==> config.mk <==
export PLATFORM = sky130hd
export DESIGN_NAME = zmips
export DESIGN_NICKNAME = d
export VERILOG_FILES = /design/src/logic/zmips_pkg.sv /design/src/logic/zmips.sv /design/src/logic/zmips_alu.sv /design/src/logic/zmips_decode.sv /design/src/logic/zmips_execute.sv /design/src/logic/zmips_fetch.sv /design/src/logic/zmips_mem_wb.sv /design/src/logic/zmips_regfile.sv
export SDC_FILE = /design/constraint.sdc
export NUM_CORES = 2
export LEC_CHECK = 0
export ABC_CLOCK_PERIOD_IN_PS = 9400
export BUFFER_PORTS_ARGS = -buffer_cell sky130_fd_sc_hd__buf_4
export CAP_MARGIN = 20
export CORE_ASPECT_RATIO = 1.4
export CORE_MARGIN = 4
export CORE_UTILIZATION = 50
export CTS_CLUSTER_DIAMETER = 50
export CTS_CLUSTER_SIZE = 14
export DETAILED_ROUTE_END_ITERATION = 8
export PLACE_DENSITY = 0.69
export SLEW_MARGIN = 20
export SYNTH_ARGS = -nofsm -noshare
export SYNTH_HDL_FRONTEND = slang
export SYNTH_HIERARCHICAL = 1
export SYNTH_SLANG_ARGS = --single-unit
==> constraint.sdc <==
create_clock -name clk -period 9.4 [get_ports clk]
set_input_delay 1.88 -clock clk [delete_from_list [all_inputs] [get_ports clk]]
set_output_delay 1.88 -clock clk [all_outputs]
set_load 0.005 [all_outputs]
==> src/logic/zmips_pkg.sv <==
// zmips shared definitions
package zmips_pkg;

    typedef logic [31:0] word_t;          // Data and address word
    typedef logic [4:0]  reg_addr_t;      // Register number

    localparam int NUM_REGS = 32;

    // Primary opcode, instruction bits 31 to 26
    typedef enum logic [5:0]
    {
        OP_RTYPE = 6'h00,                 // Operation taken from funct
        OP_SUBI  = 6'h10,                 // rt = rs - se_imm
        OP_ADDI  = 6'h11,                 // rt = rs + se_imm
        OP_LW    = 6'h16,                 // rt = mem[rs + se_imm]
        OP_SW    = 6'h17                  // mem[rs + se_imm] = rt
    } opcode_t;

    // ALU operation, funct bits 5 to 3 for R-format
    typedef enum logic [2:0]
    {
        ALU_AND = 3'd0,
        ALU_OR  = 3'd1,
        ALU_XOR = 3'd2,
        ALU_ADD = 3'd3,
        ALU_SUB = 3'd4
    } alu_op_t;

    // Operand source in execute
    typedef enum logic [1:0]
    {
        FWD_REG,                          // Value read in decode
        FWD_WB,                           // MEM/WB write-back data
        FWD_MEM                           // EX/MEM ALU result
    } fwd_sel_t;

    localparam word_t NOP_WORD   = 32'h0000_0000;  // AND r0, r0, r0
    localparam word_t INSTR_STEP = 32'd4;           // PC increment

endpackage

==> src/logic/zmips.sv <==
// zmips five-stage core
module zmips
(
    input  logic             clk,
    input  logic             rst,
    output zmips_pkg::word_t i_addr,
    input  zmips_pkg::word_t i_data,
    output zmips_pkg::word_t d_addr,
    output zmips_pkg::word_t d_wdata,
    input  zmips_pkg::word_t d_rdata,
    output logic             d_rd,
    output logic             d_wr
);
    import zmips_pkg::*;

    word_t     if_id_ir;
    logic      stall;
    reg_addr_t rf_addr_0, rf_addr_1;
    word_t     rf_data_0, rf_data_1;

    // ID/EX
    reg_addr_t id_ex_rs, id_ex_rt, id_ex_dest;
    word_t     id_ex_a, id_ex_b, id_ex_imm;
    alu_op_t   id_ex_alu_op;
    logic      id_ex_alusrc, id_ex_mem_rd, id_ex_mem_wr, id_ex_wr_reg;

    // EX/MEM
    word_t     ex_mem_result, ex_mem_store_data;
    reg_addr_t ex_mem_dest;
    logic      ex_mem_mem_rd, ex_mem_mem_wr, ex_mem_wr_reg;

    // Write-back, also forwarded into execute
    reg_addr_t wb_addr;
    word_t     wb_data;
    logic      wb_wr;

    zmips_fetch i_fetch
    (
        .clk (clk), .rst (rst), .stall (stall), .i_data (i_data),
        .i_addr (i_addr), .if_id_ir (if_id_ir)
    );

    zmips_regfile i_regfile
    (
        .clk (clk), .rst (rst), .rd_addr_0 (rf_addr_0), .rd_addr_1 (rf_addr_1),
        .wr_addr (wb_addr), .wr_data (wb_data), .wr (wb_wr),
        .rd_data_0 (rf_data_0), .rd_data_1 (rf_data_1)
    );

    zmips_decode i_decode
    (
        .clk (clk), .rst (rst), .if_id_ir (if_id_ir),
        .rf_data_0 (rf_data_0), .rf_data_1 (rf_data_1),
        .rf_addr_0 (rf_addr_0), .rf_addr_1 (rf_addr_1), .stall (stall),
        .id_ex_rs (id_ex_rs), .id_ex_rt (id_ex_rt), .id_ex_dest (id_ex_dest),
        .id_ex_a (id_ex_a), .id_ex_b (id_ex_b), .id_ex_imm (id_ex_imm),
        .id_ex_alu_op (id_ex_alu_op), .id_ex_alusrc (id_ex_alusrc),
        .id_ex_mem_rd (id_ex_mem_rd), .id_ex_mem_wr (id_ex_mem_wr),
        .id_ex_wr_reg (id_ex_wr_reg)
    );

    zmips_execute i_execute
    (
        .clk (clk), .rst (rst),
        .id_ex_rs (id_ex_rs), .id_ex_rt (id_ex_rt), .id_ex_dest (id_ex_dest),
        .id_ex_a (id_ex_a), .id_ex_b (id_ex_b), .id_ex_imm (id_ex_imm),
        .id_ex_alu_op (id_ex_alu_op), .id_ex_alusrc (id_ex_alusrc),
        .id_ex_mem_rd (id_ex_mem_rd), .id_ex_mem_wr (id_ex_mem_wr),
        .id_ex_wr_reg (id_ex_wr_reg),
        .wb_addr (wb_addr), .wb_data (wb_data), .wb_wr (wb_wr),
        .ex_mem_result (ex_mem_result), .ex_mem_store_data (ex_mem_store_data),
        .ex_mem_dest (ex_mem_dest), .ex_mem_mem_rd (ex_mem_mem_rd),
        .ex_mem_mem_wr (ex_mem_mem_wr), .ex_mem_wr_reg (ex_mem_wr_reg)
    );

    zmips_mem_wb i_mem_wb
    (
        .clk (clk), .rst (rst),
        .ex_mem_result (ex_mem_result), .ex_mem_store_data (ex_mem_store_data),
        .ex_mem_dest (ex_mem_dest), .ex_mem_mem_rd (ex_mem_mem_rd),
        .ex_mem_mem_wr (ex_mem_mem_wr), .ex_mem_wr_reg (ex_mem_wr_reg),
        .d_rdata (d_rdata), .d_addr (d_addr), .d_wdata (d_wdata),
        .d_rd (d_rd), .d_wr (d_wr),
        .wb_addr (wb_addr), .wb_data (wb_data), .wb_wr (wb_wr)
    );

endmodule

==> src/logic/zmips_alu.sv <==
// Integer ALU
module zmips_alu
(
    input  zmips_pkg::word_t   a,
    input  zmips_pkg::word_t   b,
    input  zmips_pkg::alu_op_t op,
    output zmips_pkg::word_t   y
);
    import zmips_pkg::*;

    always_comb
    begin
        case (op)
            ALU_AND:
                y = a & b;
            ALU_OR:
                y = a | b;
            ALU_XOR:
                y = a ^ b;
            ALU_ADD:
                y = a + b;                // Wraps, no carry out
            ALU_SUB:
                y = a - b;
            default:
                y = '0;                   // Codes 5 to 7
        endcase
    end

endmodule

==> src/logic/zmips_decode.sv <==
// Decode stage and ID/EX register
module zmips_decode
(
    input  logic                 clk,
    input  logic                 rst,
    input  zmips_pkg::word_t     if_id_ir,
    input  zmips_pkg::word_t     rf_data_0,
    input  zmips_pkg::word_t     rf_data_1,
    output zmips_pkg::reg_addr_t rf_addr_0,
    output zmips_pkg::reg_addr_t rf_addr_1,
    output logic                 stall,
    output zmips_pkg::reg_addr_t id_ex_rs,
    output zmips_pkg::reg_addr_t id_ex_rt,
    output zmips_pkg::reg_addr_t id_ex_dest,
    output zmips_pkg::word_t     id_ex_a,
    output zmips_pkg::word_t     id_ex_b,
    output zmips_pkg::word_t     id_ex_imm,
    output zmips_pkg::alu_op_t   id_ex_alu_op,
    output logic                 id_ex_alusrc,
    output logic                 id_ex_mem_rd,
    output logic                 id_ex_mem_wr,
    output logic                 id_ex_wr_reg
);
    import zmips_pkg::*;

    opcode_t   opcode;
    reg_addr_t rs, rt, rd;
    logic [5:0] funct;
    word_t     imm_se;

    // Decoded control before the ID/EX register
    reg_addr_t dec_dest;
    alu_op_t   dec_alu_op;
    logic      dec_alusrc, dec_mem_rd, dec_mem_wr, dec_wr_reg;

    // Field split
    assign opcode = opcode_t'(if_id_ir[31:26]);
    assign rs     = if_id_ir[25:21];
    assign rt     = if_id_ir[20:16];
    assign rd     = if_id_ir[15:11];
    assign funct  = if_id_ir[5:0];
    assign imm_se = {{16{if_id_ir[15]}}, if_id_ir[15:0]};

    assign rf_addr_0 = rs;
    assign rf_addr_1 = rt;

    always_comb
    begin
        dec_dest   = rt;                  // I-format writes rt
        dec_alu_op = ALU_ADD;             // Address add for LW and SW
        dec_alusrc = 1'b0;
        dec_mem_rd = 1'b0;
        dec_mem_wr = 1'b0;
        dec_wr_reg = 1'b0;
        case (opcode)
            OP_RTYPE:
            begin
                dec_dest   = rd;
                dec_alu_op = alu_op_t'(funct[5:3]);
                dec_wr_reg = 1'b1;
            end
            OP_ADDI:
            begin
                dec_alusrc = 1'b1;
                dec_wr_reg = 1'b1;
            end
            OP_SUBI:
            begin
                dec_alu_op = ALU_SUB;
                dec_alusrc = 1'b1;
                dec_wr_reg = 1'b1;
            end
            OP_LW:
            begin
                dec_alusrc = 1'b1;
                dec_mem_rd = 1'b1;
                dec_wr_reg = 1'b1;
            end
            OP_SW:
            begin
                dec_alusrc = 1'b1;
                dec_mem_wr = 1'b1;
            end
            default: ;                    // Unknown opcode acts as a no-op
        endcase
    end

    // Load in execute whose target is read here
    assign stall = id_ex_mem_rd && (id_ex_rt == rs || id_ex_rt == rt);

    // ID/EX control, bubble on stall
    always_ff @(posedge clk)
    begin
        if (rst || stall)
        begin
            id_ex_alu_op <= ALU_AND;
            id_ex_alusrc <= 1'b0;
            id_ex_mem_rd <= 1'b0;
            id_ex_mem_wr <= 1'b0;
            id_ex_wr_reg <= 1'b0;
        end
        else
        begin
            id_ex_alu_op <= dec_alu_op;
            id_ex_alusrc <= dec_alusrc;
            id_ex_mem_rd <= dec_mem_rd;
            id_ex_mem_wr <= dec_mem_wr;
            id_ex_wr_reg <= dec_wr_reg;
        end
    end

    // ID/EX payload
    always_ff @(posedge clk)
    begin
        id_ex_rs   <= rs;
        id_ex_rt   <= rt;
        id_ex_dest <= dec_dest;
        id_ex_a    <= rf_data_0;
        id_ex_b    <= rf_data_1;
        id_ex_imm  <= imm_se;
    end

endmodule

==> src/logic/zmips_execute.sv <==
// Execute stage and EX/MEM register
module zmips_execute
(
    input  logic                 clk,
    input  logic                 rst,
    input  zmips_pkg::reg_addr_t id_ex_rs,
    input  zmips_pkg::reg_addr_t id_ex_rt,
    input  zmips_pkg::reg_addr_t id_ex_dest,
    input  zmips_pkg::word_t     id_ex_a,
    input  zmips_pkg::word_t     id_ex_b,
    input  zmips_pkg::word_t     id_ex_imm,
    input  zmips_pkg::alu_op_t   id_ex_alu_op,
    input  logic                 id_ex_alusrc,
    input  logic                 id_ex_mem_rd,
    input  logic                 id_ex_mem_wr,
    input  logic                 id_ex_wr_reg,
    input  zmips_pkg::reg_addr_t wb_addr,
    input  zmips_pkg::word_t     wb_data,
    input  logic                 wb_wr,
    output zmips_pkg::word_t     ex_mem_result,
    output zmips_pkg::word_t     ex_mem_store_data,
    output zmips_pkg::reg_addr_t ex_mem_dest,
    output logic                 ex_mem_mem_rd,
    output logic                 ex_mem_mem_wr,
    output logic                 ex_mem_wr_reg
);
    import zmips_pkg::*;

    fwd_sel_t sel_a, sel_b;
    word_t    fwd_a, fwd_b;
    word_t    alu_b, alu_y;

    // Newest producer wins
    function automatic fwd_sel_t fwd_pick(reg_addr_t src, logic mem_wr_reg, reg_addr_t mem_dest,
                                          logic wb_wr_reg, reg_addr_t wb_dest);
        if (mem_wr_reg && mem_dest == src)
            return FWD_MEM;
        else if (wb_wr_reg && wb_dest == src)
            return FWD_WB;
        return FWD_REG;
    endfunction

    function automatic word_t fwd_mux(fwd_sel_t sel, word_t reg_val, word_t wb_val,
                                      word_t mem_val);
        case (sel)
            FWD_WB:  return wb_val;
            FWD_MEM: return mem_val;
            default: return reg_val;
        endcase
    endfunction

    assign sel_a = fwd_pick(id_ex_rs, ex_mem_wr_reg, ex_mem_dest, wb_wr, wb_addr);
    assign sel_b = fwd_pick(id_ex_rt, ex_mem_wr_reg, ex_mem_dest, wb_wr, wb_addr);
    assign fwd_a = fwd_mux(sel_a, id_ex_a, wb_data, ex_mem_result);
    assign fwd_b = fwd_mux(sel_b, id_ex_b, wb_data, ex_mem_result);

    assign alu_b = id_ex_alusrc ? id_ex_imm : fwd_b;  // Immediate for I-format

    zmips_alu i_alu
    (
        .a  (fwd_a),
        .b  (alu_b),
        .op (id_ex_alu_op),
        .y  (alu_y)
    );

    // EX/MEM control
    always_ff @(posedge clk)
    begin
        if (rst)
        begin
            ex_mem_mem_rd <= 1'b0;
            ex_mem_mem_wr <= 1'b0;
            ex_mem_wr_reg <= 1'b0;
        end
        else
        begin
            ex_mem_mem_rd <= id_ex_mem_rd;
            ex_mem_mem_wr <= id_ex_mem_wr;
            ex_mem_wr_reg <= id_ex_wr_reg;
        end
    end

    // EX/MEM payload
    always_ff @(posedge clk)
    begin
        ex_mem_result     <= alu_y;       // Also the memory address
        ex_mem_store_data <= fwd_b;       // Forwarded rt for SW
        ex_mem_dest       <= id_ex_dest;
    end

endmodule

==> src/logic/zmips_fetch.sv <==
// Fetch stage
module zmips_fetch
(
    input  logic             clk,
    input  logic             rst,
    input  logic             stall,    // Load-use hold from decode
    input  zmips_pkg::word_t i_data,
    output zmips_pkg::word_t i_addr,
    output zmips_pkg::word_t if_id_ir
);
    import zmips_pkg::*;

    word_t pc;

    // Program counter
    always_ff @(posedge clk)
    begin
        if (rst)
        begin
            pc <= '0;
        end
        else if (!stall)
        begin
            pc <= pc + INSTR_STEP;        // Straight-line only, no branches
        end
    end

    assign i_addr = pc;                   // ROM answers in the same cycle

    // IF/ID instruction register
    always_ff @(posedge clk)
    begin
        if (rst)
            if_id_ir <= NOP_WORD;
        else if (!stall)
            if_id_ir <= i_data;           // Held so the stalled instruction decodes again
    end

endmodule

==> src/logic/zmips_mem_wb.sv <==
// Memory access and write-back
module zmips_mem_wb
(
    input  logic                 clk,
    input  logic                 rst,
    input  zmips_pkg::word_t     ex_mem_result,
    input  zmips_pkg::word_t     ex_mem_store_data,
    input  zmips_pkg::reg_addr_t ex_mem_dest,
    input  logic                 ex_mem_mem_rd,
    input  logic                 ex_mem_mem_wr,
    input  logic                 ex_mem_wr_reg,
    input  zmips_pkg::word_t     d_rdata,
    output zmips_pkg::word_t     d_addr,
    output zmips_pkg::word_t     d_wdata,
    output logic                 d_rd,
    output logic                 d_wr,
    output zmips_pkg::reg_addr_t wb_addr,
    output zmips_pkg::word_t     wb_data,
    output logic                 wb_wr
);
    import zmips_pkg::*;

    word_t mem_wb_mem_data;               // Loaded word
    word_t mem_wb_alu_data;               // ALU result
    logic  mem_wb_mem_rd;

    // Data memory sees the EX/MEM entry for one cycle
    assign d_addr  = ex_mem_result;
    assign d_wdata = ex_mem_store_data;
    assign d_rd    = ex_mem_mem_rd;
    assign d_wr    = ex_mem_mem_wr;

    // MEM/WB control
    always_ff @(posedge clk)
    begin
        if (rst)
        begin
            mem_wb_mem_rd <= 1'b0;
            wb_wr         <= 1'b0;
        end
        else
        begin
            mem_wb_mem_rd <= ex_mem_mem_rd;
            wb_wr         <= ex_mem_wr_reg;
        end
    end

    // MEM/WB payload
    always_ff @(posedge clk)
    begin
        mem_wb_mem_data <= d_rdata;
        mem_wb_alu_data <= ex_mem_result;
        wb_addr         <= ex_mem_dest;
    end

    assign wb_data = mem_wb_mem_rd ? mem_wb_mem_data : mem_wb_alu_data;  // Loads take RAM data

endmodule

==> src/logic/zmips_regfile.sv <==
// Register file
module zmips_regfile
(
    input  logic                clk,
    input  logic                rst,
    input  zmips_pkg::reg_addr_t rd_addr_0,
    input  zmips_pkg::reg_addr_t rd_addr_1,
    input  zmips_pkg::reg_addr_t wr_addr,
    input  zmips_pkg::word_t    wr_data,
    input  logic                wr,
    output zmips_pkg::word_t    rd_data_0,
    output zmips_pkg::word_t    rd_data_1
);
    import zmips_pkg::*;

    word_t regs [NUM_REGS];

    always_ff @(posedge clk)
    begin
        if (rst)
        begin
            for (int i = 0; i < NUM_REGS; i++)
                regs[i] <= '0;            // All registers start at zero
        end
        else if (wr)
        begin
            regs[wr_addr] <= wr_data;
        end
    end

    // Write-through so decode sees the value being written back
    assign rd_data_0 = (wr && wr_addr == rd_addr_0) ? wr_data : regs[rd_addr_0];
    assign rd_data_1 = (wr && wr_addr == rd_addr_1) ? wr_data : regs[rd_addr_1];

endmodule

==> summary.md <==
| Metric | Value |
|---|---|
| Status | `completed` |
| CP Capture Type | `flip-flop` |
| CTS Buf Count | `120` |
| Syn_area_per_cell | `between 10 and 15 um^2` |
| Register bank with the most flops | `i_regfile/regs` |
| Place WS | `between 2 and 3 ns` |
| Library cells used by synthesis | `96` |
| Final HPWL DP | `around 160000 um` |
| Starting Density | `50.30%` |
| First-pass GRT wire length | `363400 um` |
| # hold bufs at CTS | `0` |
| Netlist Area Pre-Place | `72690 um^2` |
| Hold path start | `i_fetch/if_id_ir[7]$_SDFFE_PP0N_` |
| Worst r2r src | `i_decode/id_ex_rt[1]$_DFF_P_` |
| Finish-stage setup viols | `0` |
| Switching fraction of total power | `31.10%` |
| Min cycle time layout | `6.393 ns` |
| Worst slew margin | `about a quarter` |
| Crit start category | `flip-flop` |
| Port Buffers | `161` |
| Clk sink count | `1331` |
| R2r endpoint | `i_execute/ex_mem_result[29]$_DFF_P_` |
| P per Cell Area | `191.1 nW/um^2` |
| Antenna violations before repair | `20` |
| Total power | `14.90 mW` |
| Detail Route Antenna Nets | `0` |
| Largest register FFs | `between 1000 and 1500` |
| WP data arrival | `7.00 ns` |
| Die width | `330.2 um` |
| Leak | `around 28 nW` |
| Root buf cell | `clkbuf_16` |
| Vias in the first global route | `between 50000 and 60000` |
| First-iteration detailed-routing DRC count | `6896` |
| Flop pwr share | `a little under half` |
| Clk pwr share | `roughly a third` |
| IO Pins | `between 150 and 200` |
| Worst Tran Pin Value | `1.086 ns` |
| Drt wl/cell | `33.33 um` |
| Worst reg-to-reg setup slack | `3.01 ns` |
| First-pass detailed-route iteration total | `8` |
| Max Cap Viol | `0` |
| Total global-route track usage | `33.33%` |
| Worst skew pair latency | `0.78 ns` |
| Synth-to-Final Area Change | `7.318%` |
| Hold Crit Depth | `0` |
| Comb power frac | `20.0%` |
| Async set-reset flop share out of synthesis | `0%` |
| Core area | `roughly 140000 um^2` |
| Final setup TNS | `0 ns` |
| Min-delay worst type | `flip-flop to flip-flop` |
| Max-slew violation count | `0` |
| Detailed Route WL | `between 200000 and 300000 um` |
| Mapped Cells | `5909` |
| Ratio of final minimum period to clock period | `68.01%` |
| Final hold violation count | `0` |
| Fmax | `approximately 160 MHz` |
| Fin worst setup slack | `3.007 ns` |
| Die Area | `151600 um^2` |
| # rows | `165` |
| Synth Warn # | `6` |
| Clk slew on worst S/H paths | `around 0.070 ns` |
| Seq/Total Area, Yosys | `50.76%` |
| Synthesis-stage register bit count | `approximately 1300` |
| RSZ-0062 raised after global routing | `false` |
| TritonCTS clock tree | `built` |
| Depth of the CTS H-tree | `3` |
| R2R cell count | `20` |
| Layout cell share with drive strength beyond 1 | `20.51%` |
| Post-CTS setup buffer count | `0` |
| Setup Crit Path Kind | `flip-flop to flip-flop` |
| Gp weighted congestion | `0.9313` |
| Layout Nets | `5856` |
| P_int | `10.27 mW` |
| Crit Path Max Fanout | `64` |
| CP required | `10.00 ns` |
| Height of the die | `459.1 um` |
| CTS resizes | `0` |
| Residual DRC | `0` |
| Largest net degree at the start of global routing | `134` |
| Routed vias | `51859` |
| Post-synth EDFFs | `1024` |
| GRT overflow | `0` |
| Final Util | `53.98%` |
| Ys flop type | `edfxtp_1` |
| Vias/cell | `6.724` |
| Clock Path Buffers | `3` |
| Worst clock skew | `0.04671 ns` |
| Hold Path End | `i_decode/id_ex_imm[7]$_DFF_P_` |
| Sw power | `around 4.6 mW` |
| Max rail drop VDD | `0.1436 mV` |
==> logic make-up (layout without fill, tap and decap cells) <==
kind of cell,after synthesis,in the layout,share of synthesized area (%)
simple gates,1816,1816,14.59
mux,812,812,16.67
flops,1331,1331,50.76
fa+ha+maj,98,98,1.697
buf+inv,794,667,5.551
compound gates,944,944,9.359
other cells,1,12,0.005159
xor+xnor,113,113,1.362
==> power by group through the flow <==
stage / Sequential [mW] / Combinational [mW] / Clock (mW)
after floorplan: 6.91 / 1.98 / 0
after global placement: 7.14 / 2.85 / 0
after detailed placement: 7.16 / 2.88 / 0
after CTS: 7.03 / 2.89 / 4.91
after global routing: 7.06 / 3.14 / 5.15
final: 7.05 / 2.99 / 4.86
==> worst max-delay path, stage by stage (launching register included) <==
cell and delay, ns:
dfxtp_1 0.47, xnor2_2 0.15, buf_4 0.44, nand2_4 0.48
o221ai_1 0.43, a32oi_1 0.29, nor4_1 0.64, and2_1 0.30
nand2_1 0.17, nor3_1 0.36, nand2_1 0.27, o31ai_1 0.30
xnor2_1 0.11, ha_1 0.40, nand4_1 0.27, nor4_1 0.34
o21ai_0 0.19, nand2_1 0.20, mux2i_1 0.11, o21ai_0 0.20
o211ai_1 0.12
==> layout by cell type, fill, tap and decap left out, types with 29 or more instances in the layout <==
cell	netlist	final
nor2b_1	73	71
xnor2_1	84	82
clkbuf_16	0	124
and3_1	41	39
xor2_1	29	29
edfxtp_1	1024	1024
nor2_1	178	144
o211ai_1	87	87
nor3_1	79	79
o221ai_1	33	33
a211oi_1	66	65
nand3_1	82	82
and2_1	1001	1001
o21ai_0	71	71
inv_1	144	144
nor2_2	2	33
mux2i_1	237	237
a31oi_1	44	44
ha_1	97	97
or3_1	41	41
a41oi_1	33	33
mux4_2	279	279
o31ai_1	33	33
mux2_4	35	35
a32oi_1	32	32
o22ai_1	146	146
dfxtp_1	307	293
a21oi_1	92	92
clkbuf_1	321	46
buf_4	141	303
nand2_1	155	153
or2_2	33	34
mux2_2	261	261
a22oi_1	135	135
==> synth_stat cells, types with 34 or more instances <==
master	instances	area share, %
clkbuf_1	321	1.7
buf_2	127	0.87
a22oi_1	135	1.4
nor3_1	79	0.54
mux2i_1	237	3.3
a211oi_1	66	0.68
nand3_1	82	0.56
nor2b_1	73	0.63
mux2_4	35	0.72
buf_6	34	0.53
or3_1	41	0.35
and2_1	1001	8.6
a21oi_1	92	0.63
a31oi_1	44	0.38
mux2_2	261	4.0
ha_1	97	1.7
nand2_1	155	0.80
mux4_2	279	8.6
nor2_1	178	0.92
and3_1	41	0.35
inv_1	144	0.74
xnor2_1	84	1.0
buf_4	141	1.5
o211ai_1	87	0.90
edfxtp_1	1024	42
o22ai_1	146	1.3
o21ai_0	71	0.49
dfxtp_1	307	8.5
==> layer usage <==
metal | wire length (um) | global-route usage, % | up-vias | share of wire (%)
li1 | - | - | 21508 | -
met1 | 85850 | 39.00 | 25798 | 33
met2 | 120500 | 53.89 | 3437 | 47
met3 | 27190 | 7.234 | 1098 | 11
met4 | 23400 | 24.67 | 18 | 9.1
met5 | 123 | 0.06489 | - | 0.048
==> final cells by class <==
| cell class | instances | area (um^2) |
|---|---|---|
| Fill cell | 12109 | 66510 |
| Sequential cell | 1331 | 36930 |
| Multi-Input combinational cell | 3785 | 31960 |
| Clock buffer | 176 | 3358 |
| Tap cell | 1920 | 2402 |
| Timing Repair Buffer | 309 | 2394 |
| Inverter | 145 | 544.3 |
| Clock inverter | 37 | 394.1 |
| Antenna cell | 10 | 25.02 |
==> metrics by stage <==
step	std cells	hold WS, ns	cell area [um^2]
after floorplan	5910	0.3096	72690
after global placement	7488	0.3123	74160
after detailed placement	7489	0.3151	74180
after CTS	7702	0.3307	77930
after global routing	7706	0.3329	77990
final	7713	0.3253	78010
==> worst max-delay path by stage <==
stage | start | to | slack (ns) | cells after the start
2_1_floorplan | i_decode/id_ex_rt[0]$_DFF_P_ | i_execute/ex_mem_result[31]$_DFF_P_ | 4.55 | 18
3_3_place_gp | i_mem_wb/wb_addr[1]$_DFF_P_ | i_execute/ex_mem_result[31]$_DFF_P_ | 2.17 | 17
3_5_place_dp | i_decode/id_ex_rt[1]$_DFF_P_ | i_execute/ex_mem_result[31]$_DFF_P_ | 2.76 | 17
4_1_cts | i_decode/id_ex_rt[1]$_DFF_P_ | i_execute/ex_mem_result[31]$_DFF_P_ | 2.73 | 17
5_1_grt | i_decode/id_ex_rt[1]$_DFF_P_ | i_execute/ex_mem_result[29]$_DFF_P_ | 2.45 | 20
6_report | i_decode/id_ex_rt[1]$_DFF_P_ | i_execute/ex_mem_result[29]$_DFF_P_ | 3.01 | 20
No activity file was read; power rests on OpenSTA's default activity.
